[src/hdl/rgb_pkg.sv]
package rgb_pkg;

    // frame geometry
    localparam int IMAGE_W = 80;
    localparam int IMAGE_H = 48;
    localparam int IMAGE_SIZE = IMAGE_W * IMAGE_H;    // 3840 pixels per frame

    localparam int IMAGE_IN_RAM = 3;                  // frames held in the buffer
    localparam int RAM_DEPTH = IMAGE_SIZE * IMAGE_IN_RAM;

    // frames stored before playback may start
    localparam int SLICES_BEFORE_STREAM = 1;

    // one RAM word, seen either raw or split into its colour fields
    typedef union packed {
        logic [15:0] raw;                             // what the RAM stores
        struct packed {
            logic [4:0] red;
            logic [5:0] green;
            logic [4:0] blue;
        } ch;
    } pixel565_u;

    // spi command bytes
    localparam logic [7:0] CMD_DISABLE = 8'h00;
    localparam logic [7:0] CMD_ENABLE = 8'h01;

    // flag positions in the status byte, other bits read as zero
    localparam int STATUS_BIT_READY = 7;
    localparam int STATUS_BIT_ENABLE = 6;

endpackage

[src/hdl/stream_reader.sv]
module stream_reader
    import rgb_pkg::*;
#(
    parameter int RAM_ADDR_WIDTH = 32
) (
    input  logic                      rgb_clk,
    input  logic                      nrst,
    input  logic                      stream_ready,
    input  logic                      pix_req,      // one cycle strobe from the display
    output logic                      rd_en,
    output logic [RAM_ADDR_WIDTH-1:0] rd_addr,
    input  pixel565_u                 rd_data,
    output logic                      pix_valid,
    output logic [7:0]                pix_r,
    output logic [7:0]                pix_g,
    output logic [7:0]                pix_b
);

    logic rd_valid;    // ram output holds the word asked for last cycle

    // requests before the first frame is stored are dropped
    assign rd_en = pix_req & stream_ready;

    always_ff @(posedge rgb_clk or negedge nrst) begin
        if (!nrst) begin
            rd_addr <= '0;
        end else if (!stream_ready) begin
            rd_addr <= '0;    // playback restarts at the first frame
        end else if (rd_en) begin
            if (rd_addr == RAM_ADDR_WIDTH'(RAM_DEPTH - 1))
                rd_addr <= '0;    // wrap over the three frames
            else
                rd_addr <= rd_addr + 1'b1;
        end
    end

    always_ff @(posedge rgb_clk or negedge nrst) begin
        if (!nrst) begin
            rd_valid <= 1'b0;
            pix_valid <= 1'b0;
        end else begin
            rd_valid <= rd_en;
            pix_valid <= rd_valid;    // two cycles after pix_req
        end
    end

    // widen each field back to 8 bits
    // the top bits are repeated below so full scale stays full scale
    always_ff @(posedge rgb_clk) begin
        if (rd_valid) begin
            pix_r <= {rd_data.ch.red, rd_data.ch.red[4:2]};
            pix_g <= {rd_data.ch.green, rd_data.ch.green[5:4]};
            pix_b <= {rd_data.ch.blue, rd_data.ch.blue[4:2]};
        end
    end

endmodule

[config.mk]
export PLATFORM = sky130hd
export DESIGN_NAME = stream_reader
export DESIGN_NICKNAME = d
export VERILOG_FILES = /design/src/hdl/rgb_pkg.sv /design/src/hdl/stream_reader.sv
export SDC_FILE = /design/constraint.sdc
export NUM_CORES = 1
export LEC_CHECK = 0
export BUFFER_PORTS_ARGS = -buffer_cell sky130_fd_sc_hd__buf_2
export CAP_MARGIN = 5
export CORE_MARGIN = 2
export CORE_UTILIZATION = 40
export DETAILED_ROUTE_END_ITERATION = 16
export HOLD_SLACK_MARGIN = 0.08
export PLACE_DENSITY = 0.65
export SETUP_SLACK_MARGIN = 0.4
export SLEW_MARGIN = 20
export SYNTH_ARGS = -nofsm -noshare
export SYNTH_HDL_FRONTEND = slang
export SYNTH_SLANG_ARGS = --single-unit
[constraint.sdc]
create_clock -name rgb_clk -period 1.9 [get_ports rgb_clk]
set_input_delay 0.19 -clock rgb_clk [delete_from_list [all_inputs] [get_ports rgb_clk]]
set_output_delay 0.19 -clock rgb_clk [all_outputs]
set_load 0.05 [all_outputs]
After elaboration in Yosys (flattened, before gate mapping)
Index checks and enable logic that the tools add are counted.

Register bits: 58. Input port bits: 20. Output and inout port bits: 58. Word-level logic and storage cells: 13.

$add $sub $neg: 1. Eq/ne operators: 2. Muxes and demuxes: 3. Bitwise gates (word level): 1.

Operators with widths (number): two-way mux 32 bit (3); adder 32 x 1 -> 32 bit, second input constant (1); == test 32 x 14 -> 1 bit, second input constant (1); != test 2 x 1 -> 1 bit, second input constant (1); bitwise AND 1 bit (1).

Logic depth before layout (Yosys ltp)
Depth after elaboration: 4. Depth in mapped cells: 8. Gate-level depth less buffers: 6.

Worst setup path after synthesis
OpenSTA, ideal clock, no wires.

Path kind: register -> register. Start: reg rd_addr[18]. End: reg rd_addr[1]. Setup time: 121 ps. Arrival time: 2150 ps. Slack: -371 ps. Cell stages (with the launch flop): 8. Cells stage by stage: dfrtp_1 > buf_6 > or4_4 > nor4_4 > a21oi_2 > buf_6 > buf_6 > a22o_1.

Cells in the longest elaborated chain, start to end: 4.

RTL lines: from (decl) (RTL line stream_reader.sv:11) `output logic [RAM_ADDR_WIDTH-1:0] rd_addr,`; from (signal assigned) (RTL line stream_reader.sv:33) `rd_addr <= rd_addr + 1'b1;`; == test 32 x 14 -> 1 bit (RTL line stream_reader.sv:30) `if (rd_addr == RAM_ADDR_WIDTH'(RAM_DEPTH - 1))`; two-way mux 32 bit (RTL line stream_reader.sv:30); two-way mux 32 bit (RTL line stream_reader.sv:29) `end else if (rd_en) begin`; two-way mux 32 bit (RTL line stream_reader.sv:27) `end else if (!stream_ready) begin`.

Every way passes these cells. The select of a mux whose other input is x is not followed. A chain may end at the register's enable or synchronous reset.

Worst setup path after layout
Start: reg rd_addr[28]. End: reg rd_addr[23].

Same word-level chain as after synthesis.

==> results.txt <==
Detailed placement finished with a half-perimeter wire length of 5040 um. The endpoint class of the critical path is a register. Sequential cells were found to cover 53.3% of the synthesized design area.

Relative to the synthesized area, the layout overhead comes to 49.4%. Summing over every cut layer, the via total after detailed routing is 2,497. The largest single stage delay on the critical path is 0.56 ns. The run gives 28 as the number of placement rows. In this run the static leakage power is 1.67 nW.

For this design, the sink count on the clock tree is 50. STA classifies the critical path startpoint as a register. The run gives 21.7% as the total routing resource utilization after global routing. Setup repair after global routing could not meet its margin everywhere. The number of DRC markers after the initial detailed-route iteration was 174. The core region area came out at 5990 um2. The die is 83.0 um wide. The logs give 2,328 for the via count of the first global-routing pass and 5 for the TritonCTS buffer count.

The run finished, with violations left. The run gives 0.31 ns as the later-pin clock latency in the skew report. TritonCTS built the clock tree. The most used flip-flop cell after synthesis is sky130_fd_sc_hd__dfrtp_1. Critical path required time: 2.10 ns. For this run, the post-layout net count is 397. At the end of routability-driven placement, the weighted congestion stood at 0.842. The checks that failed: setup timing.

The clock slew at the register clock pins of the worst setup and hold paths was 0.09 ns. The initial antenna violation count was 0; the tightest hold margin was 0.169 ns. The number of antenna repair diodes was 0. The number of enable-type register cells in the synthesized netlist was 16; the cell area after synthesis was 2500 um2.

The DRC violations left was 0; the total power density per cell area was 608 nW/um2. The critical path goes through or4_4 -> nor4_4 -> buf_4 -> buf_6 -> a21o_4 -> nor3_2 -> o21bai_1. The final design utilization was 62.2%; the layout cell share with drive strength beyond 1 was 49.9%.

The clock arrives with 0.00417 ns of skew. The clock tree root driver cell was sky130_fd_sc_hd__clkbuf_8. Peak ir drop on the vdd network: 320 uV.

The total overflow left after global routing is 0. After synthesis, the mean cell area works out to 10.4 um2. The worst path in the final design needs a cycle of 2.09 ns, including I/O delays and setup.

During placement, the flow inserted port buffers numbering 77. In the final routed layout, each cell accounts on average for 16.4 um. For this run, the number of Yosys warnings is 0. Counting along the longest clock path gives a buffer depth of 2.

The effective utilization at floorplan was 41.7%. The worst-margin pin slew is 0.778 ns. The number of I/O pins came out at 78. The data arrival at the endpoint of the critical path was 2.29 ns; the max-slew violation count was 0. The logs give 0 for the number of maximum-capacitance violations and 12,000 um for the wire length of the first global-routing pass.

The first TritonRoute pass finished after 4 iterations. The floorplan step defined a die boundary enclosing 6890 um2. Filler cell count in the final layout: 498. Counting flops and latches in the post-synthesis netlist gives 50. In the synthesized netlist, the number of instances is 239. The slack of the critical path came out at -0.191 ns. The floorplan step set the die height to 83.0 um.

Derived from the worst setup path, the maximum achievable clock frequency is 478 MHz. Along the worst path, the maximum fanout reaches 7. The final hold violation count is 0, and the setup TNS after final layout is -4.05 ns.

The pin count of the biggest net entering global routing was 35; the post-synth net total was 260. Measured against its own limit, the worst slew margin works out to 48.1%. The distinct cell type count of the synthesized netlist was 47.

Start-to-end type of the worst setup path: reg -> reg. After detailed routing, the number of vias per cell comes to 5.52. The total length of routed wires is 7400 um, and the setup violation total in the final timing report is 30. The cell type of the slowest stage on the worst timing path is sky130_fd_sc_hd__or4_4. The path category of the worst min-delay check is in -> reg. After layout, the worst path uses 110% of the clock period.

The H-tree was split into 2 levels. In this run the remaining antenna-violating nets after routing total 0. Of all flip-flops after synthesis, the portion carrying an async set or reset was 68.0%.
where the power goes:
part | total, mW | switching (mW) | leakage (nW) | internal, mW
Sequential | 1.16 | 0.0163 | 0.594 | 1.14
Clock | 0.764 | 0.372 | 0.0504 | 0.392
Combinational | 0.343 | 0.230 | 1.03 | 0.113
metrics by stage:
stage	worst slack, ns	area, um2	power (mW)	cells
after floorplan	-0.200	2540	1.38	239
after global placement	-0.169	3240	1.47	420
after detailed placement	-0.191	3240	1.48	420
after CTS	-0.141	3680	2.27	451
after global routing	-0.274	3730	2.35	452
final	-0.191	3730	2.27	452
cell families after synthesis:
kind of cell | share of synthesized area (%)
muxes | 0.401
buffers and inverters | 6.57
xor gates and xnor gates | 0.351
AOI/OAI and AO/OA | 16.2
adders and majority gates | 0.501
DFF | 53.3
and+or+nand+nor | 22.6
timing repair:
action                     CTS  global route
hold buffers                17             0
gates resized for setup     28             8
gates cloned                 2             0
buffers inserted             4             1
hold endpoints to repair    50             0
setup endpoints to repair   31            31
pin swaps                    9             9
placed cells by master (no fill, tap or decap), drive strengths merged, types with 2 or more instances in the layout:
cell type	n
clkinvlp	2
nand2	21
dfrtp	34
and4	3
a41oi	3
nor2	7
nand3	20
buf	129
nand2b	5
o21bai	3
and2	3
a21o	6
and3	6
o21ai	6
nand4	8
nor4	7
dlygate4sd3	17
clkbuf	5
o211ai	3
nand4b	2
edfxtp	16
a31oi	19
a21oi	17
or4	6
nor3	4
inv	9
final cells by class:
type	instances	area [um2]	share of cell area (%)
Sequential cell	50	1350	36.3
Multi-Input combinational cell	164	1150	30.9
Timing Repair Buffer	146	981	26.3
Tap cell	75	93.8	2.52
Clock buffer	5	68.8	1.85
Clock inverter	3	45.0	1.21
Inverter	9	33.8	0.906
per-layer routing:
layer  track usage (%)  routed length (um)  share of wire (%)
met5                 0                   0                  0
met4              6.26                 108                1.5
met3              3.58                 481                6.5
met2              36.0                3660                 49
met1              29.2                3150                 43
worst max-delay path: cells and delay by family, from the launching register on:
| kind | cells | cell delay (ns) |
|---|---|---|
| buf+inv | 2 | 0.28 |
| compound gates | 2 | 0.30 |
| flops | 1 | 0.41 |
| simple gates | 3 | 0.99 |
flip-flops by register name, indices dropped and copies added (netlist names):
register / cells
pix_b: 5
rd_valid: 1
pix_g: 6
rd_addr: 32
pix_r: 5
pix_valid: 1
worst paths after layout:
path | start | slack [ns] | cells past startpoint | end
max | rd_addr[28] | -0.19 | 7 | rd_addr[23]
min | stream_ready | 0.17 | 2 | rd_addr[8]
max reg2reg | rd_addr[28] | -0.19 | 7 | rd_addr[23]
min reg2reg | rd_addr[4] | 0.54 | 1 | rd_addr[4]
max in group asynchronous | nrst | 0.87 | 2 | rd_addr[6]
min in group asynchronous | nrst | 0.48 | 2 | rd_addr[31]
cells in the mapped netlist, drive strengths merged, types with 3 or more instances:
| master | n | area, um2 |
|---|---|---|
| a21o | 5 | 38.8 |
| a21oi | 17 | 88.8 |
| a31oi | 19 | 119 |
| a41oi | 3 | 26.3 |
| and2 | 3 | 18.8 |
| and3 | 6 | 37.5 |
| and4 | 3 | 26.3 |
| buf | 15 | 123 |
| dfrtp | 34 | 851 |
| edfxtp | 16 | 480 |
| inv | 9 | 33.8 |
| nand2 | 21 | 78.8 |
| nand2b | 5 | 31.3 |
| nand3 | 20 | 100 |
| nand4 | 8 | 50.1 |
| nor2 | 7 | 26.3 |
| nor3 | 4 | 20.0 |
| nor4 | 7 | 71.3 |
| o211ai | 3 | 22.5 |
| o21ai | 6 | 30.0 |
| o21bai | 3 | 22.5 |
| or4 | 6 | 48.8 |
(Power assumes the default switching activity.)
