### config.mk
export PLATFORM = sky130hd
export DESIGN_NAME = spi_ctrl
export DESIGN_NICKNAME = d
export VERILOG_FILES = /design/src/hdl/rgb_pkg.sv /design/src/hdl/spi_ctrl.sv
export SDC_FILE = /design/constraint.sdc
export NUM_CORES = 1
export LEC_CHECK = 0
export BUFFER_PORTS_ARGS = -buffer_cell sky130_fd_sc_hd__buf_2
export CAP_MARGIN = 20
export CORE_ASPECT_RATIO = 0.75
export CORE_MARGIN = 3
export CORE_UTILIZATION = 40
export CTS_BUF_LIST = sky130_fd_sc_hd__clkbuf_16
export CTS_CLUSTER_SIZE = 10
export DETAILED_ROUTE_END_ITERATION = 16
export PLACE_DENSITY_LB_ADDON = 0.08
export SYNTH_ARGS = -nofsm -noshare
export SYNTH_HDL_FRONTEND = slang
export SYNTH_SLANG_ARGS = --single-unit
### constraint.sdc
create_clock -name rgb_clk -period 3.6 [get_ports rgb_clk]
set_input_delay 0.18 -clock rgb_clk [delete_from_list [all_inputs] [get_ports rgb_clk]]
set_output_delay 0.18 -clock rgb_clk [all_outputs]
set_load 0.02 [all_outputs]
### src/hdl/rgb_pkg.sv
package rgb_pkg;

    // frame geometry
    localparam int IMAGE_W = 80;
    localparam int IMAGE_H = 48;
    localparam int IMAGE_SIZE = IMAGE_W * IMAGE_H;    // 3840 pixels per frame

    localparam int IMAGE_IN_RAM = 3;                  // frames held in the buffer
    localparam int RAM_DEPTH = IMAGE_SIZE * IMAGE_IN_RAM;

    // frames stored before playback may start
    localparam int SLICES_BEFORE_STREAM = 1;

    // one RAM word, seen either raw or split into its colour fields
    typedef union packed {
        logic [15:0] raw;                             // what the RAM stores
        struct packed {
            logic [4:0] red;
            logic [5:0] green;
            logic [4:0] blue;
        } ch;
    } pixel565_u;

    // spi command bytes
    localparam logic [7:0] CMD_DISABLE = 8'h00;
    localparam logic [7:0] CMD_ENABLE = 8'h01;

    // flag positions in the status byte, other bits read as zero
    localparam int STATUS_BIT_READY = 7;
    localparam int STATUS_BIT_ENABLE = 6;

endpackage

### src/hdl/spi_ctrl.sv
module spi_ctrl
    import rgb_pkg::*;
(
    input  logic rgb_clk,
    input  logic nrst,
    input  logic sclk,
    input  logic mosi,
    input  logic cs_n,
    input  logic stream_ready,
    output logic miso,
    output logic rgb_enable
);

    logic [2:0] sclk_q;    // two sync stages plus one for edge detect
    logic [2:0] cs_q;
    logic [1:0] mosi_q;    // same age as sclk_q[1]
    logic       sclk_rise;
    logic       sclk_fall;
    logic       cs_rise;
    logic       cs_fall;
    logic       cs_active;
    logic [3:0] bit_cnt;
    logic       bit_ovf;   // more than 8 clocks seen in this transfer
    logic [1:0] cmd_pipe;  // delays the command strobe
    logic [7:0] cmd_shift;
    logic [7:0] cmd_byte;
    logic [7:0] status_byte;
    logic [7:0] status_shift;

    assign sclk_rise = sclk_q[1] & ~sclk_q[2];
    assign sclk_fall = ~sclk_q[1] & sclk_q[2];
    assign cs_rise = cs_q[1] & ~cs_q[2];
    assign cs_fall = ~cs_q[1] & cs_q[2];
    assign cs_active = ~cs_q[1];

    always_comb begin
        status_byte = '0;
        status_byte[STATUS_BIT_READY] = stream_ready;
        status_byte[STATUS_BIT_ENABLE] = rgb_enable;
    end

    assign miso = status_shift[7];    // msb first

    always_ff @(posedge rgb_clk or negedge nrst) begin
        if (!nrst) begin
            sclk_q <= '0;
            cs_q <= '1;    // idle deselected
            mosi_q <= '0;
            bit_cnt <= '0;
            bit_ovf <= 1'b0;
            cmd_pipe <= '0;
            rgb_enable <= 1'b0;
        end else begin
            sclk_q <= {sclk_q[1:0], sclk};
            cs_q <= {cs_q[1:0], cs_n};
            mosi_q <= {mosi_q[0], mosi};
            if (cs_fall) begin
                bit_cnt <= '0;
                bit_ovf <= 1'b0;
            end else if (cs_active && sclk_rise) begin
                if (bit_cnt == 4'd8)
                    bit_ovf <= 1'b1;    // counter holds, transfer is rejected
                else
                    bit_cnt <= bit_cnt + 1'b1;
            end
            cmd_pipe <= {cmd_pipe[0], cs_rise & (bit_cnt == 4'd8) & ~bit_ovf};
            if (cmd_pipe[1]) begin
                if (cmd_byte == CMD_ENABLE)
                    rgb_enable <= 1'b1;
                else if (cmd_byte == CMD_DISABLE)
                    rgb_enable <= 1'b0;
                // unknown bytes leave the state alone
            end
        end
    end

    always_ff @(posedge rgb_clk) begin
        if (cs_active && sclk_rise)
            cmd_shift <= {cmd_shift[6:0], mosi_q[1]};
        if (cs_rise)
            cmd_byte <= cmd_shift;
        if (cs_fall)
            status_shift <= status_byte;                 // snapshot at select
        else if (cs_active && sclk_fall)
            status_shift <= {status_shift[6:0], 1'b0};   // master samples on rise
    end

    bit_cnt_bound: assert property (
        @(posedge rgb_clk) disable iff (!nrst)
        cs_active |-> bit_cnt <= 4'd8
    );

endmodule

**Yosys cells after proc, flatten, opt, wreduce, memory -nomap -nowiden**

Index checks and enable logic that the tools add are counted.

- Add/subtract/negate cells: 1
- Equal/unequal tests: 3
- Muxes and demuxes: 10
- Bitwise logic cells: 11
- Reduce and logical (&&, ||, !) cells: 10

Operator list:

| kind | count |
|---|---|
| $mux W8 | 2 |
| $mux W4 | 3 |
| $eq A8 B1 Y1 const B | 1 |
| $logic_not A8 Y1 | 1 |
| $reduce_bool A2 Y1 | 4 |
| $and A1 B1 Y1 | 6 |
| $reduce_and A2 Y1 | 3 |
| $mux W1 | 5 |
| $not A1 Y1 | 5 |
| $add A4 B1 Y4 const B | 1 |
| $eq A4 B4 Y1 const B | 1 |
| $logic_and A1 B1 Y1 | 2 |
| $ne A2 B2 Y1 const B | 1 |

- Bits in registers: 34
- Input port bits: 6

**Longest topological paths before layout**

- Word-level depth: 5
- Depth in mapped cells: 5
- Gate-level depth less buffers: 5

**Least setup slack after synthesis**

No wires, ideal clock.

- Path kind: register to register
- Start: register cs_q[1]
- End: register bit_cnt[2]
- Arrival: 1.362 ns
- Required time: 3.522 ns
- Path slack: 2.161 ns
- Cell stages (with the launch flop): 4
- Buffers on the path: 0
- Period minus slack after synthesis: 1.439 ns
- Path through: dfstp_2 > or3b_4 > or4_1 > a21oi_1

- Cells in the longest elaborated chain, start to end: 4

RTL lines:

| what | RTL line | text |
|---|---|---|
| from (decl) | spi_ctrl.sv:15 | `logic [2:0] cs_q;` |
| from (signal assigned) | spi_ctrl.sv:55 | `cs_q <= {cs_q[1:0], cs_n};` |
| $not A1 Y1 * | spi_ctrl.sv:33, spi_ctrl.sv:34 |  |
| $and A1 B1 Y1 / $logic_and A1 B1 Y1 (equally long branches) | spi_ctrl.sv:33, spi_ctrl.sv:60 |  |
| $ne A2 B2 Y1 (no line) / $reduce_bool A2 Y1 (equally long branches) | -- |  |
| $reduce_and A2 Y1 (no line) | -- |  |
| to (signal assigned) | spi_ctrl.sv:64 | `bit_cnt <= bit_cnt + 1'b1;` |
| to (decl) | spi_ctrl.sv:22 | `logic [3:0] bit_cnt;` |

Every way passes the cells marked *; elsewhere a longest branch is shown, timed or not.
A chain may end at the register's enable or synchronous reset.

**Final worst setup path**

- Start: register cs_q[1]
- End: register cmd_byte[1], enable pin

- Cells in the longest elaborated chain, start to end: 1

RTL lines:

| what | RTL line | text |
|---|---|---|
| $and A1 B1 Y1 | spi_ctrl.sv:32 | `assign cs_rise = cs_q[1] & ~cs_q[2];` |
| net cs_rise | spi_ctrl.sv:19 | `logic cs_rise;` |
| to (signal assigned) | spi_ctrl.sv:81 | `cmd_byte <= cmd_shift;` |
| to (decl) | spi_ctrl.sv:26 | `logic [7:0] cmd_byte;` |

The timed path passes the listed nets, and every way through them passes these cells.

==> results.tsv <==
metric	value	unit
cts_sinks	34	
p_sw	157	uW
dp.cells	113	
place_hpwl	1.11	mm
internal_power	684	uW
die_x	68.6	um
start_util	0.435	
synth_ff_type	edfxtp_1	
slowest_delay	630	ps
layout_min_cycle_time	1550	ps
io_pins	8	
worst_slack	2050	ps
final_nets	93	
async_flop_share	0.471	
netlist_instances	71	
end_kind	register	
utilization	0.518	
drt_pass1_iterations	4	
ys_seq_area_frac	0.804	
startpoint_type	register	
outcome	finished, final reports clean	
worst-path-buf-inv	0	
drtAntennaViolNets	0	
drt-total-wl	1.67	mm
final_layout_size_suffix_gt1_frac	0.221	
synth_area_leaders	edfxtp_1 (46%), dfrtp_1 (28%), dfstp_2 (6.7%)	
fp.dieH	52.9	um
holdWs	10.4	ps
grt_pass1_wl	2.67	mm
p_comb_frac	0.029	
htreeDepth	2	
ys_warn_count	0	
antenna_found_initial	0	
synth_seq_cells	34	
grt_usage	0.110	
drtIter0Drc	11	
power_frac_clock	0.456	
slew-limit-headroom	0.488	
gp_congestion	0.688	
fin_cells	122	
fin_crit_sh	0.431	
setup_viol	0	
grt_overflow	0	
critPathArrivalTime	1450	ps
postCtsSetupBuffers	0	
wl_per_cell	13.7	um
synth-edff-count	18	
grt_max_degree	17	
drv_slew	0	
p_sw_frac	0.187	
cp_max_fo	9	
avgSynthCellArea	16.5	um2
drc	0	
worst_slew_pin_slew	767	ps
peakVddDrop	0.308	mV
cp_top_family	simple AND/OR/NAND/NOR gates	
clk_latency	270	ps
p_per_area	601	nW/um2
yosysTopAreaCell	edfxtp_1	
syn_to_final_growth	19.1	%
netlist_area	1170	um2
clockRootBuffer	clkbuf_16	
fmax	645	MHz
cts.repair.resized	0	
core_area	2700	um2
clockBufferDepth	2	
portBuffers	7	
rows	16	
grt_pass1_vias	565	
synth_top_area_share	0.460	
via_per_inst	4.75	
final_hold_viol_count	0	
fin_skew	5.96	ps
crit_chain	nor2b_1	
synthDistinctLibCells	23	
synth.most_common_cell	edfxtp_1	
die_area	3630	um2
tns	0	ps
clkSlewWorstSetupHoldPaths	50	ps
cts_buffers	5	
syn_nets	79	
crit_required	3490	ps
worst-setup-path-type	register to register	
dp_slack	2030	ps
hold_class	input port to register	
max_cap_violations	0	
power_frac_seq	0.515	
slowest_stage	nor2b_1	
antenna_cells	0	
yosys-top-cells-count	edfxtp_1 (18), dfrtp_1 (13), a21oi_1 (6)	
num_vias	580	
tritoncts	done	
rsz0062_at_grt	no	
cts_hold_buf	1	
leakagePower	0.562	nW
[final cells by class]
class                   instances  area, um2
repair buffers                  8       45.0
fillers                       231       1300
inverters                       5       18.8
multi-input cells              31        208
well taps                      36       45.0
clock inverters                 3       12.5
flip-flops and latches         34        945
clock buffers                   5        125
[layout by cell type, fill, tap and decap left out, drive strengths merged, types with 2 or more instances in the layout]
master and instances:
buf 7, ha 2, nand3 3, a21oi 6
inv 6, nor2 2, o21ai 4, clkbuf 5
clkinv 2, mux2 2, edfxtp 18, dfstp 3
dfrtp 13
[sequential cells by signal, indices dropped and copies added (netlist names)]
name and count:
cmd_byte 8, cmd_shift 8, bit_cnt 4, cs_q 3
sclk_q 3, cmd_pipe 2, mosi_q 2, status_shift 2
bit_ovf 1, rgb_enable 1
[layer usage]
metal  wire [um]  track usage  up-vias
met2         679        0.144       10
met4          40       0.0594        0
met3          79       0.0573        5
met5           0            0        -
met1         868        0.146      282
li1            -            -      283
[worst paths after layout]
check	slack [ps]	depth (start not counted)	start	end
max in group asynchronous	2940	2	nrst	cs_q[1]$_DFF_PN1_
worst max-delay path	2050	1	cs_q[1]$_DFF_PN1_	cmd_byte[1]$_DFFE_PP_
worst min-delay path	10	1	cs_n	cs_q[0]$_DFF_PN1_
min in group asynchronous	350	2	nrst	bit_cnt[2]$_DFFE_PN0P_
worst min register to register	340	0	sclk_q[0]$_DFF_PN0_	sclk_q[1]$_DFF_PN0_
worst max register to register	2050	1	cs_q[1]$_DFF_PN1_	cmd_byte[1]$_DFFE_PP_
[power groups by stage]
stage          combinational, mW  sequential (mW)  clock (mW)
2_1_floorplan             0.0131            0.438           0
3_3_place_gp              0.0234            0.439           0
3_5_place_dp              0.0243            0.440           0
4_1_cts                   0.0251            0.433       0.398
5_1_grt                   0.0279            0.434       0.413
6_report                  0.0247            0.433       0.384
[metrics by stage]
| stage | total power, mW | area, um2 |
|---|---|---|
| after floorplan | 0.451 | 1170 |
| after global placement | 0.462 | 1250 |
| after detailed placement | 0.464 | 1250 |
| after CTS | 0.855 | 1400 |
| after global routing | 0.875 | 1400 |
| final | 0.841 | 1400 |
[kinds of logic (layout without fill, tap and decap cells)]
group / after synthesis / after routing / synth area share
flip-flops: 34 / 34 / 0.804
AND/OR/NAND/NOR: 17 / 17 / 0.0937
AO/OA/AOI/OAI: 10 / 10 / 0.0426
buffers and inverters: 6 / 21 / 0.0192
adder cells (fa/ha/maj): 2 / 2 / 0.0213
multiplexers: 2 / 2 / 0.0192
Power figures use the tool's default switching activity.
