[src/hdl/rgb_pkg.sv]
package rgb_pkg;

    // frame geometry
    localparam int IMAGE_W = 80;
    localparam int IMAGE_H = 48;
    localparam int IMAGE_SIZE = IMAGE_W * IMAGE_H;    // 3840 pixels per frame

    localparam int IMAGE_IN_RAM = 3;                  // frames held in the buffer
    localparam int RAM_DEPTH = IMAGE_SIZE * IMAGE_IN_RAM;

    // frames stored before playback may start
    localparam int SLICES_BEFORE_STREAM = 1;

    // one RAM word, seen either raw or split into its colour fields
    typedef union packed {
        logic [15:0] raw;                             // what the RAM stores
        struct packed {
            logic [4:0] red;
            logic [5:0] green;
            logic [4:0] blue;
        } ch;
    } pixel565_u;

    // spi command bytes
    localparam logic [7:0] CMD_DISABLE = 8'h00;
    localparam logic [7:0] CMD_ENABLE = 8'h01;

    // flag positions in the status byte, other bits read as zero
    localparam int STATUS_BIT_READY = 7;
    localparam int STATUS_BIT_ENABLE = 6;

endpackage

[src/hdl/rgb_logic.sv]
module rgb_logic
    import rgb_pkg::*;
#(
    parameter int RAM_ADDR_WIDTH = 32
) (
    input  logic                      rgb_clk,
    input  logic                      nrst,
    input  logic [23:0]               rgb,          // only the top bits of each channel are kept
    input  logic                      hsync,        // active low
    input  logic                      vsync,        // active low
    input  logic                      rgb_enable,   // capture on/off from spi
    output logic [RAM_ADDR_WIDTH-1:0] ram_addr,
    output pixel565_u                 ram_data,
    output logic                      write_enable,
    output logic                      stream_ready  // enough frames stored to start display
);

    logic        blanking;
    logic        is_end_of_ram;
    logic        is_valid_first_frame;
    logic        advance;
    logic [31:0] pixel_counter;

    assign blanking = ~hsync | ~vsync;    // either sync low means no pixel
    assign is_end_of_ram = (ram_addr == RAM_ADDR_WIDTH'(RAM_DEPTH - 1));

    // capture may be switched on mid frame
    // so counting waits for vsync high or an already full first frame
    assign is_valid_first_frame = vsync | (pixel_counter >= 32'(IMAGE_SIZE - 1));

    assign advance = rgb_enable & is_valid_first_frame;

    // truncate to 5/6/5
    always_comb begin
        ram_data.ch.red = rgb[23:19];
        ram_data.ch.green = rgb[15:10];
        ram_data.ch.blue = rgb[7:3];
    end

    assign write_enable = ~blanking & rgb_enable;

    // address moves on the falling edge so the ram sees a stable address at the rising edge
    always_ff @(negedge rgb_clk or negedge nrst) begin
        if (!nrst) begin
            ram_addr <= '0;
        end else if (advance) begin
            if (!blanking && !is_end_of_ram)
                ram_addr <= ram_addr + 1'b1;    // next pixel slot
        end else begin
            ram_addr <= '0;                     // capture off or partial frame dropped
        end
    end
    // note at the last location the address sticks and keeps being overwritten

    always_ff @(posedge rgb_clk or negedge nrst) begin
        if (!nrst) begin
            pixel_counter <= '0;
        end else if (advance) begin
            if (!blanking)
                pixel_counter <= pixel_counter + 1'b1;
        end else begin
            pixel_counter <= '0;    // restart so a real frame start is awaited
        end
    end

    // sticky until capture goes off
    always_ff @(posedge rgb_clk or negedge nrst) begin
        if (!nrst) begin
            stream_ready <= 1'b0;
        end else if (!rgb_enable) begin
            stream_ready <= 1'b0;
        end else if (pixel_counter >= 32'(SLICES_BEFORE_STREAM * IMAGE_SIZE)) begin
            stream_ready <= 1'b1;
        end
    end

    addr_in_range: assert property (
        @(posedge rgb_clk) disable iff (!nrst)
        ram_addr <= RAM_ADDR_WIDTH'(RAM_DEPTH - 1)
    );

    // ready must drop the cycle after capture is switched off
    ready_follows_enable: assert property (
        @(posedge rgb_clk) disable iff (!nrst)
        !rgb_enable |=> !stream_ready
    );

endmodule

[config.mk]
export PLATFORM = sky130hd
export DESIGN_NAME = rgb_logic
export DESIGN_NICKNAME = d
export VERILOG_FILES = /design/src/hdl/rgb_pkg.sv /design/src/hdl/rgb_logic.sv
export SDC_FILE = /design/constraint.sdc
export NUM_CORES = 1
export LEC_CHECK = 0
export ABC_AREA = 1
export BUFFER_PORTS_ARGS = -buffer_cell sky130_fd_sc_hd__buf_2
export CAP_MARGIN = 20
export CORE_MARGIN = 1.5
export CORE_UTILIZATION = 58
export CTS_CLUSTER_SIZE = 10
export DETAILED_ROUTE_END_ITERATION = 8
export MAX_ROUTING_LAYER = met4
export PLACE_DENSITY = 0.8
export SLEW_MARGIN = 20
export SYNTH_ARGS = -nofsm -noshare
export SYNTH_HDL_FRONTEND = slang
export SYNTH_SLANG_ARGS = --single-unit
[constraint.sdc]
create_clock -name rgb_clk -period 2.2 [get_ports rgb_clk]
set_input_delay 0.33 -clock rgb_clk [delete_from_list [all_inputs] [get_ports rgb_clk]]
set_output_delay 0.33 -clock rgb_clk [all_outputs]
set_load 0.02 [all_outputs]
# Word level (Yosys, flattened, before mapping)
# Cells that the tools add are included.
# word_totals
register_bits	65
latch_bits	0
mem_bits_rw	0
romBits	0
in_bits	29
output_inout_bits	50
elab_cells	27
n_memories	0
# op_classes
addsub	2
mul	0
n_div	0
n_lt_le_gt_ge	2
n_eq_ne	4
n_shift	0
muxes	6
bitwise	7
reduce_logical	3
# ops
operator	n
2-to-1 mux 32 bit	4
adder 32 x 1 -> 32 bit, second input constant	2
>= comparator 32 x 12 -> 1 bit, second input constant	2
== test 32 x 14 -> 1 bit, second input constant	1
!= test 2 x 1 -> 1 bit, second input constant	2
inverter 1 bit	3
AND 1 bit	2
zero test 1 bit	2
2-to-1 mux 1 bit	2
!= test 2 bit, second input constant	1
OR 1 bit	2
logical AND 1 bit	1

# Logic depth before layout (Yosys ltp)
# Gate-level depths: netlist (run 1).
# logic_depth
ltp_word	6
mapped_depth	13
depth_no_buf	12

==> impl_results.md, run 1 <==
* P_sw at approximately 600 uW
* Compound-Gate Fraction of Synth Area at approximately 1.7%
* Worst R2R End: ram_addr[9]
* CP Data Arrival Time at around 1700 ps
* Worst skew pair latency at around 340 ps
* Initial antenna violation count at 0
* Final Max Slew Viols at 0
* Worst path max stage delay at between 300 and 400 ps
* Clock Skew at approximately 17 ps
* Max Root-Sink Buffers at 2
* VDD IR max at about 0.00033 V
* Multi-input logic area at between 2000 and 3000 sq um
* Slew Limit Headroom at between 70% and 80%
* Worst-path clk slew at around 70 ps
* Layout Nets at ~880
* Final Non-Filler Cells at about 960
* Crit-path max FO at 22
* Post-Synth Adder-Cell Area at less than 1%
* Fin util at between 70 and 80%
* Netlist Area Pre-Place at about 4800 sq um
* P&R area growth vs syn at 27.7%
* Die height at 93.8 um
* Vias per cell at roughly 5.2
* Detailed Routing Iterations Pass 1 at 5
* Starting Density at ~61%
* Num rows at 32
* Min Hold Slack at around 25 ps
* Avg WL per Cell at roughly 14 um
* Vias in the first global route at 5,081
* # IOs at 79
* Worst-Margin Slew at between 300 and 400 ps
* Total core area at roughly 7800 sq um
* Number of synthesized register bits at 65
* Register area share after synthesis at around a third
* Power Density at 397 nW/um^2
* Ys Warns at 0
* Commonest non-fill, non-tap cells in the layout: nand2_1 (207), nor2_1 (146), inv_1 (96), buf_4 (94), nand3_1 (47)
* Yosys top cell area share at roughly 17%
* Final hold violations at 0
* Asr flop ratio synth at 100%
* Synth Area per Inst at between 6 and 7 sq um
* Drt total wl at 13.2 mm
* Die width at 93.8 um
* R2r setup slk at -430 ps
* Post-synth top flop: dfrtp_1
* First-pass GRT wire length at 22.2 mm
* Setup Viol. Count Final at 64
* CTS tree: done
* Max cap viols at 0
* Seq pwr share at between 40% and 50%
* Critical-path top delay cell: dfrtp_1
* Largest family of logic cells by synthesized area: simple AND/OR/NAND/NOR gates
* Commonest non-fill, non-tap cell in the layout: nand2_1
* CTS Sinks at 65
* Post-synth EDFFs at 0
* Via count at approximately 5,000
* Number of routed nets with antenna violations at 0
* Largest net degree at the start of global routing at 66
* Share of layout cells above drive strength 1 at between 20% and 30%
* Port-buffer cells at 38
* Post-CTS Hold Buffers at 0
* Critical path required time at 1280 ps
* DR iter-0 viols at 303
* Die ar. at 8800 sq um
* Clock group share of total power at 43.8%
* # diodes at 0
* Num CTS Buffers at 9
* Leakage at 2.96 nW
* RSZ-0062 raised after global routing: yes
* Mux contribution to synthesized area at 0%
* Cell internal pwr at about 1.8 mW
* Aggregate global-route resource usage at ~33%
* Post-Place Cell Area at around 5600 sq um
* Startpoint types: register
* Register area at about 1600 sq um
* Cell count after placement at between 900 and 1,000
* CP Cell Sequence: nor2_1 > nand3_1 > nor2_2 > nand3_2 > nor2_4 > nor2_4 > buf_12 > nand3_2 > nand2_1
* Violated checks: negative setup slack
* Worst setup margin at -430 ps
* Logic pwr share at around 6.7%
* Root Buffer: clkbuf_8
* Reg2Reg Depth at 9
* Total grt overflow at 0
* Post-route design area at between 6000 and 7000 sq um
* Placer Congestion at between 0.9 and 1
* Worst slack, placed at -421 ps
* DRC at 0
* Worst Setup End Kind: register
* Top cells by area, synth: dfrtp_1 (17%), nand2_1 (17%), dfrtn_1 (17%)
* Synth Instances at about 740
* Hold Crit Class: input port to asynchronous set/reset pin
* Final-layout fill cell count at approximately 590
* Critical path class: register to register
* H-Tree Depth at 3
* Post-Syn Nets at 768
* Worst R2R Start: pixel_counter[16]
* XOR/XNOR Fraction of Synth Area at roughly 3.1%
* Synth Area in Simple Gates at ~47%
* Post-DP HPWL at about 9.6 mm
* Status: finished, violations left
* Yosys cell types at 33
* Synth area leader: dfrtp_1
* Switching Share at between 20% and 30%
## timing repair
action	4_1_cts	5_1_grt
pin swaps	1	2
endpoints found under the setup margin	64	64
hold endpoints to repair	0	0
gates resized for setup	67	15
buffers inserted	8	5
## metal layers
metal	vias to the layer above	part of all wire, %	track usage [%]
met3	47	5.8	5.18
met5	-	0	-
met1	2297	39	36.5
li1	2480	-	-
met4	0	3.6	14.4
met2	191	52	58.5
## synth_stat cells (2+ instances only)
library cell,instances
nand3_1,47
nand3_2,13
o21ai_0,5
clkbuf_1,2
dfrtn_1,32
xnor2_1,4
inv_1,96
nor2_1,152
ha_1,3
nand2_2,7
nor3_1,16
inv_2,2
a21oi_1,7
nand2_1,217
buf_6,7
buf_4,17
xor2_1,13
buf_2,6
nand3b_1,2
dfrtp_1,33
nor2_4,7
and2_1,2
nor3_2,3
nand4_1,23
nor4_1,2
nor2_2,11
## state kept, by name, indices dropped and copies added, names as in the netlist
| name | cells |
|---|---|
| stream_ready | 1 |
| pixel_counter | 32 |
| ram_addr | 32 |
## power by group through the flow
| stage | sequential [mW] | clock, mW | combinational (mW) |
|---|---|---|---|
| 2_1_floorplan | 1.22 | 0 | 0.121 |
| 3_3_place_gp | 1.22 | 0 | 0.149 |
| 3_5_place_dp | 1.22 | 0 | 0.153 |
| 4_1_cts | 1.20 | 1.07 | 0.156 |
| 5_1_grt | 1.20 | 1.13 | 0.174 |
| 6_report | 1.20 | 1.06 | 0.161 |
## worst max path at each step
stage / start / endpoint / slack, ps / depth (start not counted)
floorplan: pixel_counter[1] / ram_addr[15] / -430 / 11
global placement: pixel_counter[1] / ram_addr[30] / -380 / 10
detailed placement: pixel_counter[21] / ram_addr[2] / -420 / 9
CTS: pixel_counter[21] / ram_addr[2] / -430 / 9
global route: pixel_counter[25] / ram_addr[31] / -530 / 9
finish: pixel_counter[16] / ram_addr[9] / -430 / 9
## kinds of logic (layout without fill, tap and decap cells)
group	count (synthesis)	in the layout
buf+inv	131	251
simple gates	505	505
xor+xnor	17	17
flops	65	65
fa+ha+maj	3	3
compound gates	15	15
## critical path, delay by kind of cell (launching register included)
kind	cells	cell delay, ps
flip-flops	1	390
buffers and inverters	1	160
AND/OR/NAND/NOR	8	820
## final cells by class
class                      count  area share [%]
clock buffer                  10            2.25
clock inverter                 6            1.11
inverter                      98            6.03
multi-input combinational    540            42.4
sequential                    65            26.6
tap                          102            2.09
timing repair buffer         137            19.5
## through the flow
step	power (mW)	setup TNS (ps)
after floorplan	1.35	-11540
after global placement	1.37	-11330
after detailed placement	1.38	-12150
after CTS	2.43	-16470
after global routing	2.50	-19630
final	2.42	-16580
Note: power is estimated with default switching activity, not from simulation.
==> run 2, diff against run 1 <==
--- a/config.mk
+++ b/config.mk
@@ -14,6 +14,7 @@
 export DETAILED_ROUTE_END_ITERATION = 8
 export MAX_ROUTING_LAYER = met4
 export PLACE_DENSITY = 0.8
+export REMOVE_ABC_BUFFERS = 1
 export SLEW_MARGIN = 20
 export SYNTH_ARGS = -nofsm -noshare
 export SYNTH_HDL_FRONTEND = slang
==> run 2 against run 1 <==
Net effect:
- the flow still finishes with violations (negative setup slack)
- die area stayed put
- routed wire length is 12% higher
- sequential share of layout area is 0.82 points lower
- critical path type unchanged
- largest cell class unchanged
- highest routed layer unchanged
==> impl_results.md, run 2 (synthesis results as in run 1) <==
* Status: finished, violations left
* Violated checks: negative setup slack
* Worst slack, placed at -854 ps
* Register area at ~1600 sq um
* Worst R2R Start: pixel_counter[24]
* Detailed Routing Iterations Pass 1 at 6
* Num rows at 32
* Port-buffer cells at 38
* Seq pwr share at between 50% and 60%
* Placer Congestion at 0.943
* Commonest non-fill, non-tap cells in the layout: nand2_1 (208), nor2_1 (148), buf_4 (111), inv_1 (96), nand3_1 (44)
* DR iter-0 viols at 370
* Drt total wl at 14.8 mm
* P&R area growth vs syn at 31.7%
* Critical path required time at between 1000 and 1500 ps
* Biggest regs: pixel_counter (32), ram_addr (32), stream_ready (1)
* Largest net degree at the start of global routing at 34
* H-Tree Depth at 3
* Cell internal pwr at roughly 1.7 mW
* Worst Setup End Kind: register
* Die height at about 94 um
* Worst skew pair latency at around 360 ps
* Critical path class: register to register
* Multi-input logic area at about 2600 sq um
* DRC at 0
* Total core area at 7850 sq um
* First-pass GRT wire length at 23.5 mm
* Hold Crit Class: input port to asynchronous set/reset pin
* Power Density at 374 nW/um^2
* CTS Sinks at 65
* Startpoint types: register
* Die width at about 94 um
* Num CTS Buffers at 9
* Number of routed nets with antenna violations at 0
* # IOs at between 70 and 80
* Starting Density at about 61%
* Aggregate global-route resource usage at 35.6%
* Leakage at around 3 nW
* Crit-path max FO at 16
* Setup Viol. Count Final at 64
* Avg WL per Cell at ~15 um
* CTS tree: done
* Slew Limit Headroom at between 70 and 80%
* Logic pwr share at under 10%
* Worst setup margin at -566 ps
* Max Root-Sink Buffers at 2
* Die ar. at about 9000 sq um
* Worst-Margin Slew at approximately 430 ps
* Final hold violations at 0
* # diodes at 0
* Worst-path clk slew at approximately 90 ps
* R2r setup slk at -570 ps
* Setup crit end: ram_addr[7]
* Root Buffer: clkbuf_8
* Fin util at between 80 and 90%
* Final Max Slew Viols at 0
* Vias per cell at about 5.4
* Layout Nets at 906
* P_sw at roughly 680 uW
* Clock group share of total power at between 40% and 50%
* Post-DP HPWL at roughly 10 mm
* Via count at between 5,000 and 6,000
* Switching Share at ~29%
* CP Data Arrival Time at 1860 ps
* Vias in the first global route at 5,184
* Commonest non-fill, non-tap cell in the layout: nand2_1
* Max cap viols at 0
* Crit. Startpoint: pixel_counter[24]
* VDD IR max at around 0.00033 V
* Reg2Reg Depth at 9
* Initial antenna violation count at 0
* Clock Skew at about 23 ps
* Final-layout fill cell count at 544
* Worst R2R End: ram_addr[7]
* Total grt overflow at 0
* RSZ-0062 raised after global routing: yes
* Share of layout cells above drive strength 1 at a little over a quarter
==> run 2: changes by cell type in the layout (fill, tap and decap cells not counted), sizes merged <==
cell,previous run,this run
nor2,170,171
inv,98,99
clkinv,3,5
buf,137,159
clkinvlp,2,1
bufinv,1,0
clkbuf,10,9
==> run 2: repair_timing <==
item,4_1_cts,5_1_grt
hold buffers,0,0
hold endpoints to repair,0,0
setup buffers,23,13
cloned,1,0
pin swaps,8,9
resized for setup,80,10
endpoints found under the setup margin,73,64
==> run 2: final cells by class <==
type / count / area share (%)
Clock buffer: 9 / 1.97
Clock inverter: 7 / 0.894
Inverter: 98 / 5.84
Multi-Input combinational cell: 541 / 41.4
Sequential cell: 65 / 25.8
Tap cell: 102 / 2.03
Timing Repair Buffer: 159 / 22.1
==> run 2: worst min-delay path by stage <==
| stage | endpoint | startpoint | depth (start not counted) |
|---|---|---|---|
| 6_report | stream_ready | nrst | 2 |
| 5_1_grt | stream_ready | nrst | 2 |
| 4_1_cts | stream_ready | nrst | 2 |
| 3_5_place_dp | ram_addr[4] | ram_addr[4] | 3 |
| 3_3_place_gp | stream_ready | stream_ready | 2 |
| 2_1_floorplan | pixel_counter[0] | nrst | 0 |
==> run 2: layer usage <==
metal,vias up,GRT usage (%),wire length (um)
met5,-,-,0
met3,63,6.80,1100
met4,0,19.8,651
met1,2394,38.4,5680
li1,2549,-,-
met2,252,61.5,7380
==> run 2: worst max-delay path, stage by stage (launching register included) <==
cell	delay, ps
dfrtp_1	390
nor2_1	110
nand3_1	130
nor2_4	170
nand3_2	120
nor2_4	210
nor2_4	50
buf_12	160
nand2_2	110
nor2_2	50
==> run 2: power by group through the flow <==
stage | Combinational (mW) | Clock [mW] | Sequential, mW
6_report | 0.187 | 0.972 | 1.20
5_1_grt | 0.199 | 1.02 | 1.20
4_1_cts | 0.180 | 0.965 | 1.20
3_5_place_dp | 0.158 | 0 | 1.22
3_3_place_gp | 0.154 | 0 | 1.22
2_1_floorplan | 0.0535 | 0 | 1.22
==> run 2: metrics by stage <==
step	power (mW)	hold WS [ps]	instance area [sq um]	TNS, ps	cells
2_1_floorplan	1.28	34.4	4520	-19280	703
3_3_place_gp	1.38	474	5550	-21320	929
3_5_place_dp	1.38	528	5550	-24940	929
4_1_cts	2.34	327	6170	-18910	969
5_1_grt	2.42	377	6300	-22710	981
6_report	2.36	302	6300	-20530	981
==> run 3, diff against run 2 <==
--- a/config.mk
+++ b/config.mk
@@ -8,12 +8,14 @@
 export ABC_AREA = 1
 export BUFFER_PORTS_ARGS = -buffer_cell sky130_fd_sc_hd__buf_2
 export CAP_MARGIN = 20
+export CELL_PAD_IN_SITES_DETAIL_PLACEMENT = 0
+export CELL_PAD_IN_SITES_GLOBAL_PLACEMENT = 1
 export CORE_MARGIN = 1.5
-export CORE_UTILIZATION = 58
+export CORE_UTILIZATION = 43
 export CTS_CLUSTER_SIZE = 10
 export DETAILED_ROUTE_END_ITERATION = 8
 export MAX_ROUTING_LAYER = met4
-export PLACE_DENSITY = 0.8
+export PLACE_DENSITY = 0.84
 export REMOVE_ABC_BUFFERS = 1
 export SLEW_MARGIN = 20
 export SYNTH_ARGS = -nofsm -noshare
==> constraint.sdc (replaced) <==
create_clock -name rgb_clk -period 3.5 [get_ports rgb_clk]
set_input_delay 0.525 -clock rgb_clk [delete_from_list [all_inputs] [get_ports rgb_clk]]
set_output_delay 0.525 -clock rgb_clk [all_outputs]
set_load 0.02 [all_outputs]
==> run 3 against run 2 <==
Net effect:
- the run now ends clean
- cell area shrank 15%
- combinational power shrank 50%
- flip-flop and latch count stayed put
- non-clock buffer count fell by 97
- critical path type is now register to primary output
- largest power group unchanged
==> impl_results.md, run 3 (synthesis results as in run 1) <==
* Status: completed
* Bufs and invs on worst path at 1
* Total grt overflow at 0
* Worst path max stage delay at approximately 570 ps
* DR iter-0 viols at 226
* # IOs at approximately 80
* Max cap viols at 0
* Port-buffer cells at 38
* Clock group share of total power at 44.6%
* Logic pwr share at a little over 6%
* Crit-path max FO at 8
* Startpoint types: register
* CTS Sinks at 65
* Starting Density at 44.1%
* Final Max Slew Viols at 0
* Hold Crit Class: input port to asynchronous set/reset pin
* Worst-path clk slew at about 80 ps
* Max Used Layer: met4
* P_sw at ~380 uW
* Worst-Margin Slew at ~470 ps
* Largest net degree at the start of global routing at 36
* Biggest regs: pixel_counter (32), ram_addr (32), stream_ready (1)
* Total core area at approximately 11,000 sq um
* Die height at 108 um
* M1 wire length at 5.46 mm
* Worst path depth at 1
* Commonest non-fill, non-tap cell in the layout: nand2_1
* Leakage at between 2 and 3 nW
* Avg WL per Cell at 13.9 um
* Via count at 4,529
* Power Density at 286 nW/um^2
* Worst Setup End Kind: primary output
* Detailed Routing Iterations Pass 1 at 4
* CP Cell Sequence: buf_2
* Number of routed nets with antenna violations at 0
* Vias per cell at about 4.9
* Die ar. at roughly 12,000 sq um
* CP Data Arrival Time at about 2900 ps
* First-pass GRT wire length at about 22 mm
* CTS tree: done
* Wire length on met3 at about 700 um
* P&R area growth vs syn at 12.0%
* Power, Total at approximately 1.5 mW
* Num rows at 38
* Die width at between 100 and 150 um
* Cell internal pwr at roughly 1.1 mW
* # diodes at 0
* Initial antenna violation count at 0
* Critical path required time at 2970 ps
* Layout Nets at 808
* Clock Skew at approximately 20 ps
* Worst path top cell family by delay: flip-flops
* Worst skew pair latency at between 300 and 400 ps
* Seq pwr share at 49.3%
* Final hold violations at 0
* Switching Share at 25.0%
* Post-route design area at approximately 5400 sq um
* Final Non-Filler Cells at roughly 920
* Critical path class: register to primary output
* Commonest non-fill, non-tap cells in the layout: nand2_1 (216), nor2_1 (150), inv_1 (96), nand3_1 (47), buf_2 (38)
* Max Root-Sink Buffers at 2
* Aggregate global-route resource usage at between 20% and 30%
* Share of layout cells above drive strength 1 at approximately 16%
* H-Tree Depth at 3
* VDD IR max at about 0.00017 V
* Slew Limit Headroom at 68.3%
* DRC at 0
* Drt total wl at between 10 and 15 mm
* Root Buffer: clkbuf_8
* Vias in the first global route at around 4,600
* Critical-path top delay cell: dfrtn_1
* Register area at about 1600 sq um
* Reg2Reg Depth at 10
* Setup Viol. Count Final at 0
* Post-Place Cell Area at around 5000 sq um
* Placer Congestion at 0.938
* Metal2 WL at ~6.3 mm
* Multi-input logic area at between 2000 and 3000 sq um
* Num CTS Buffers at 9
* Post-DP HPWL at 9.52 mm
* Cell count after placement at 902
* Fin util at 49.4%
* Final-layout fill cell count at 1,105
[run 3: layout make-up]
class                           count  area share, %
Multi-Input combinational cell    540           47.5
Sequential cell                    65           30.4
Timing Repair Buffer               62           8.18
Inverter                           98           6.87
Tap cell                          140           3.27
Clock buffer                       12           2.90
Clock inverter                      4          0.958
[run 3: stage by stage]
step / setup TNS, ps / hold slack [ps] / setup slack, ps
2_1_floorplan: 0 / 229 / 2.78
6_report: 0 / 509 / 91.0
3_5_place_dp: 0 / 500 / 93.8
4_1_cts: 0 / 517 / 42.5
3_3_place_gp: 0 / 485 / 121
5_1_grt: -6.88 / 565 / -6.88
[run 3: path summary, 6_finish.rpt]
path	startpoint	end	slack, ps
setup reg to reg	pixel_counter[0]	ram_addr[31]	130
hold / removal	nrst	pixel_counter[24]	510
hold reg to reg	stream_ready	stream_ready	510
max in group asynchronous	nrst	ram_addr[20]	1230
min in group rgb_clk	stream_ready	stream_ready	510
setup / recovery	ram_addr[26]	ram_addr[26]	90
[run 3: power by group through the flow]
stage / clock network (mW) / registers, mW / logic [mW]
2_1_floorplan: 0 / 0.770 / 0.0336
3_3_place_gp: 0 / 0.769 / 0.0900
3_5_place_dp: 0 / 0.769 / 0.0906
4_1_cts: 0.701 / 0.755 / 0.0908
5_1_grt: 0.735 / 0.755 / 0.103
6_report: 0.684 / 0.755 / 0.0939
[run 3: timing repair]
| action | in CTS | in global routing |
|---|---|---|
| resized for setup | 0 | 5 |
| setup endpoints to repair | 0 | 30 |
| hold buffers | 0 | 0 |
| buffers inserted | 0 | 2 |
[run 3: metal layers]
metal / GRT usage [%] / vias to the layer above
met5: - / -
met4: 9.30 / 0
met3: 5.49 / 28
met2: 39.8 / 138
met1: 28.4 / 2038
li1: - / 2325
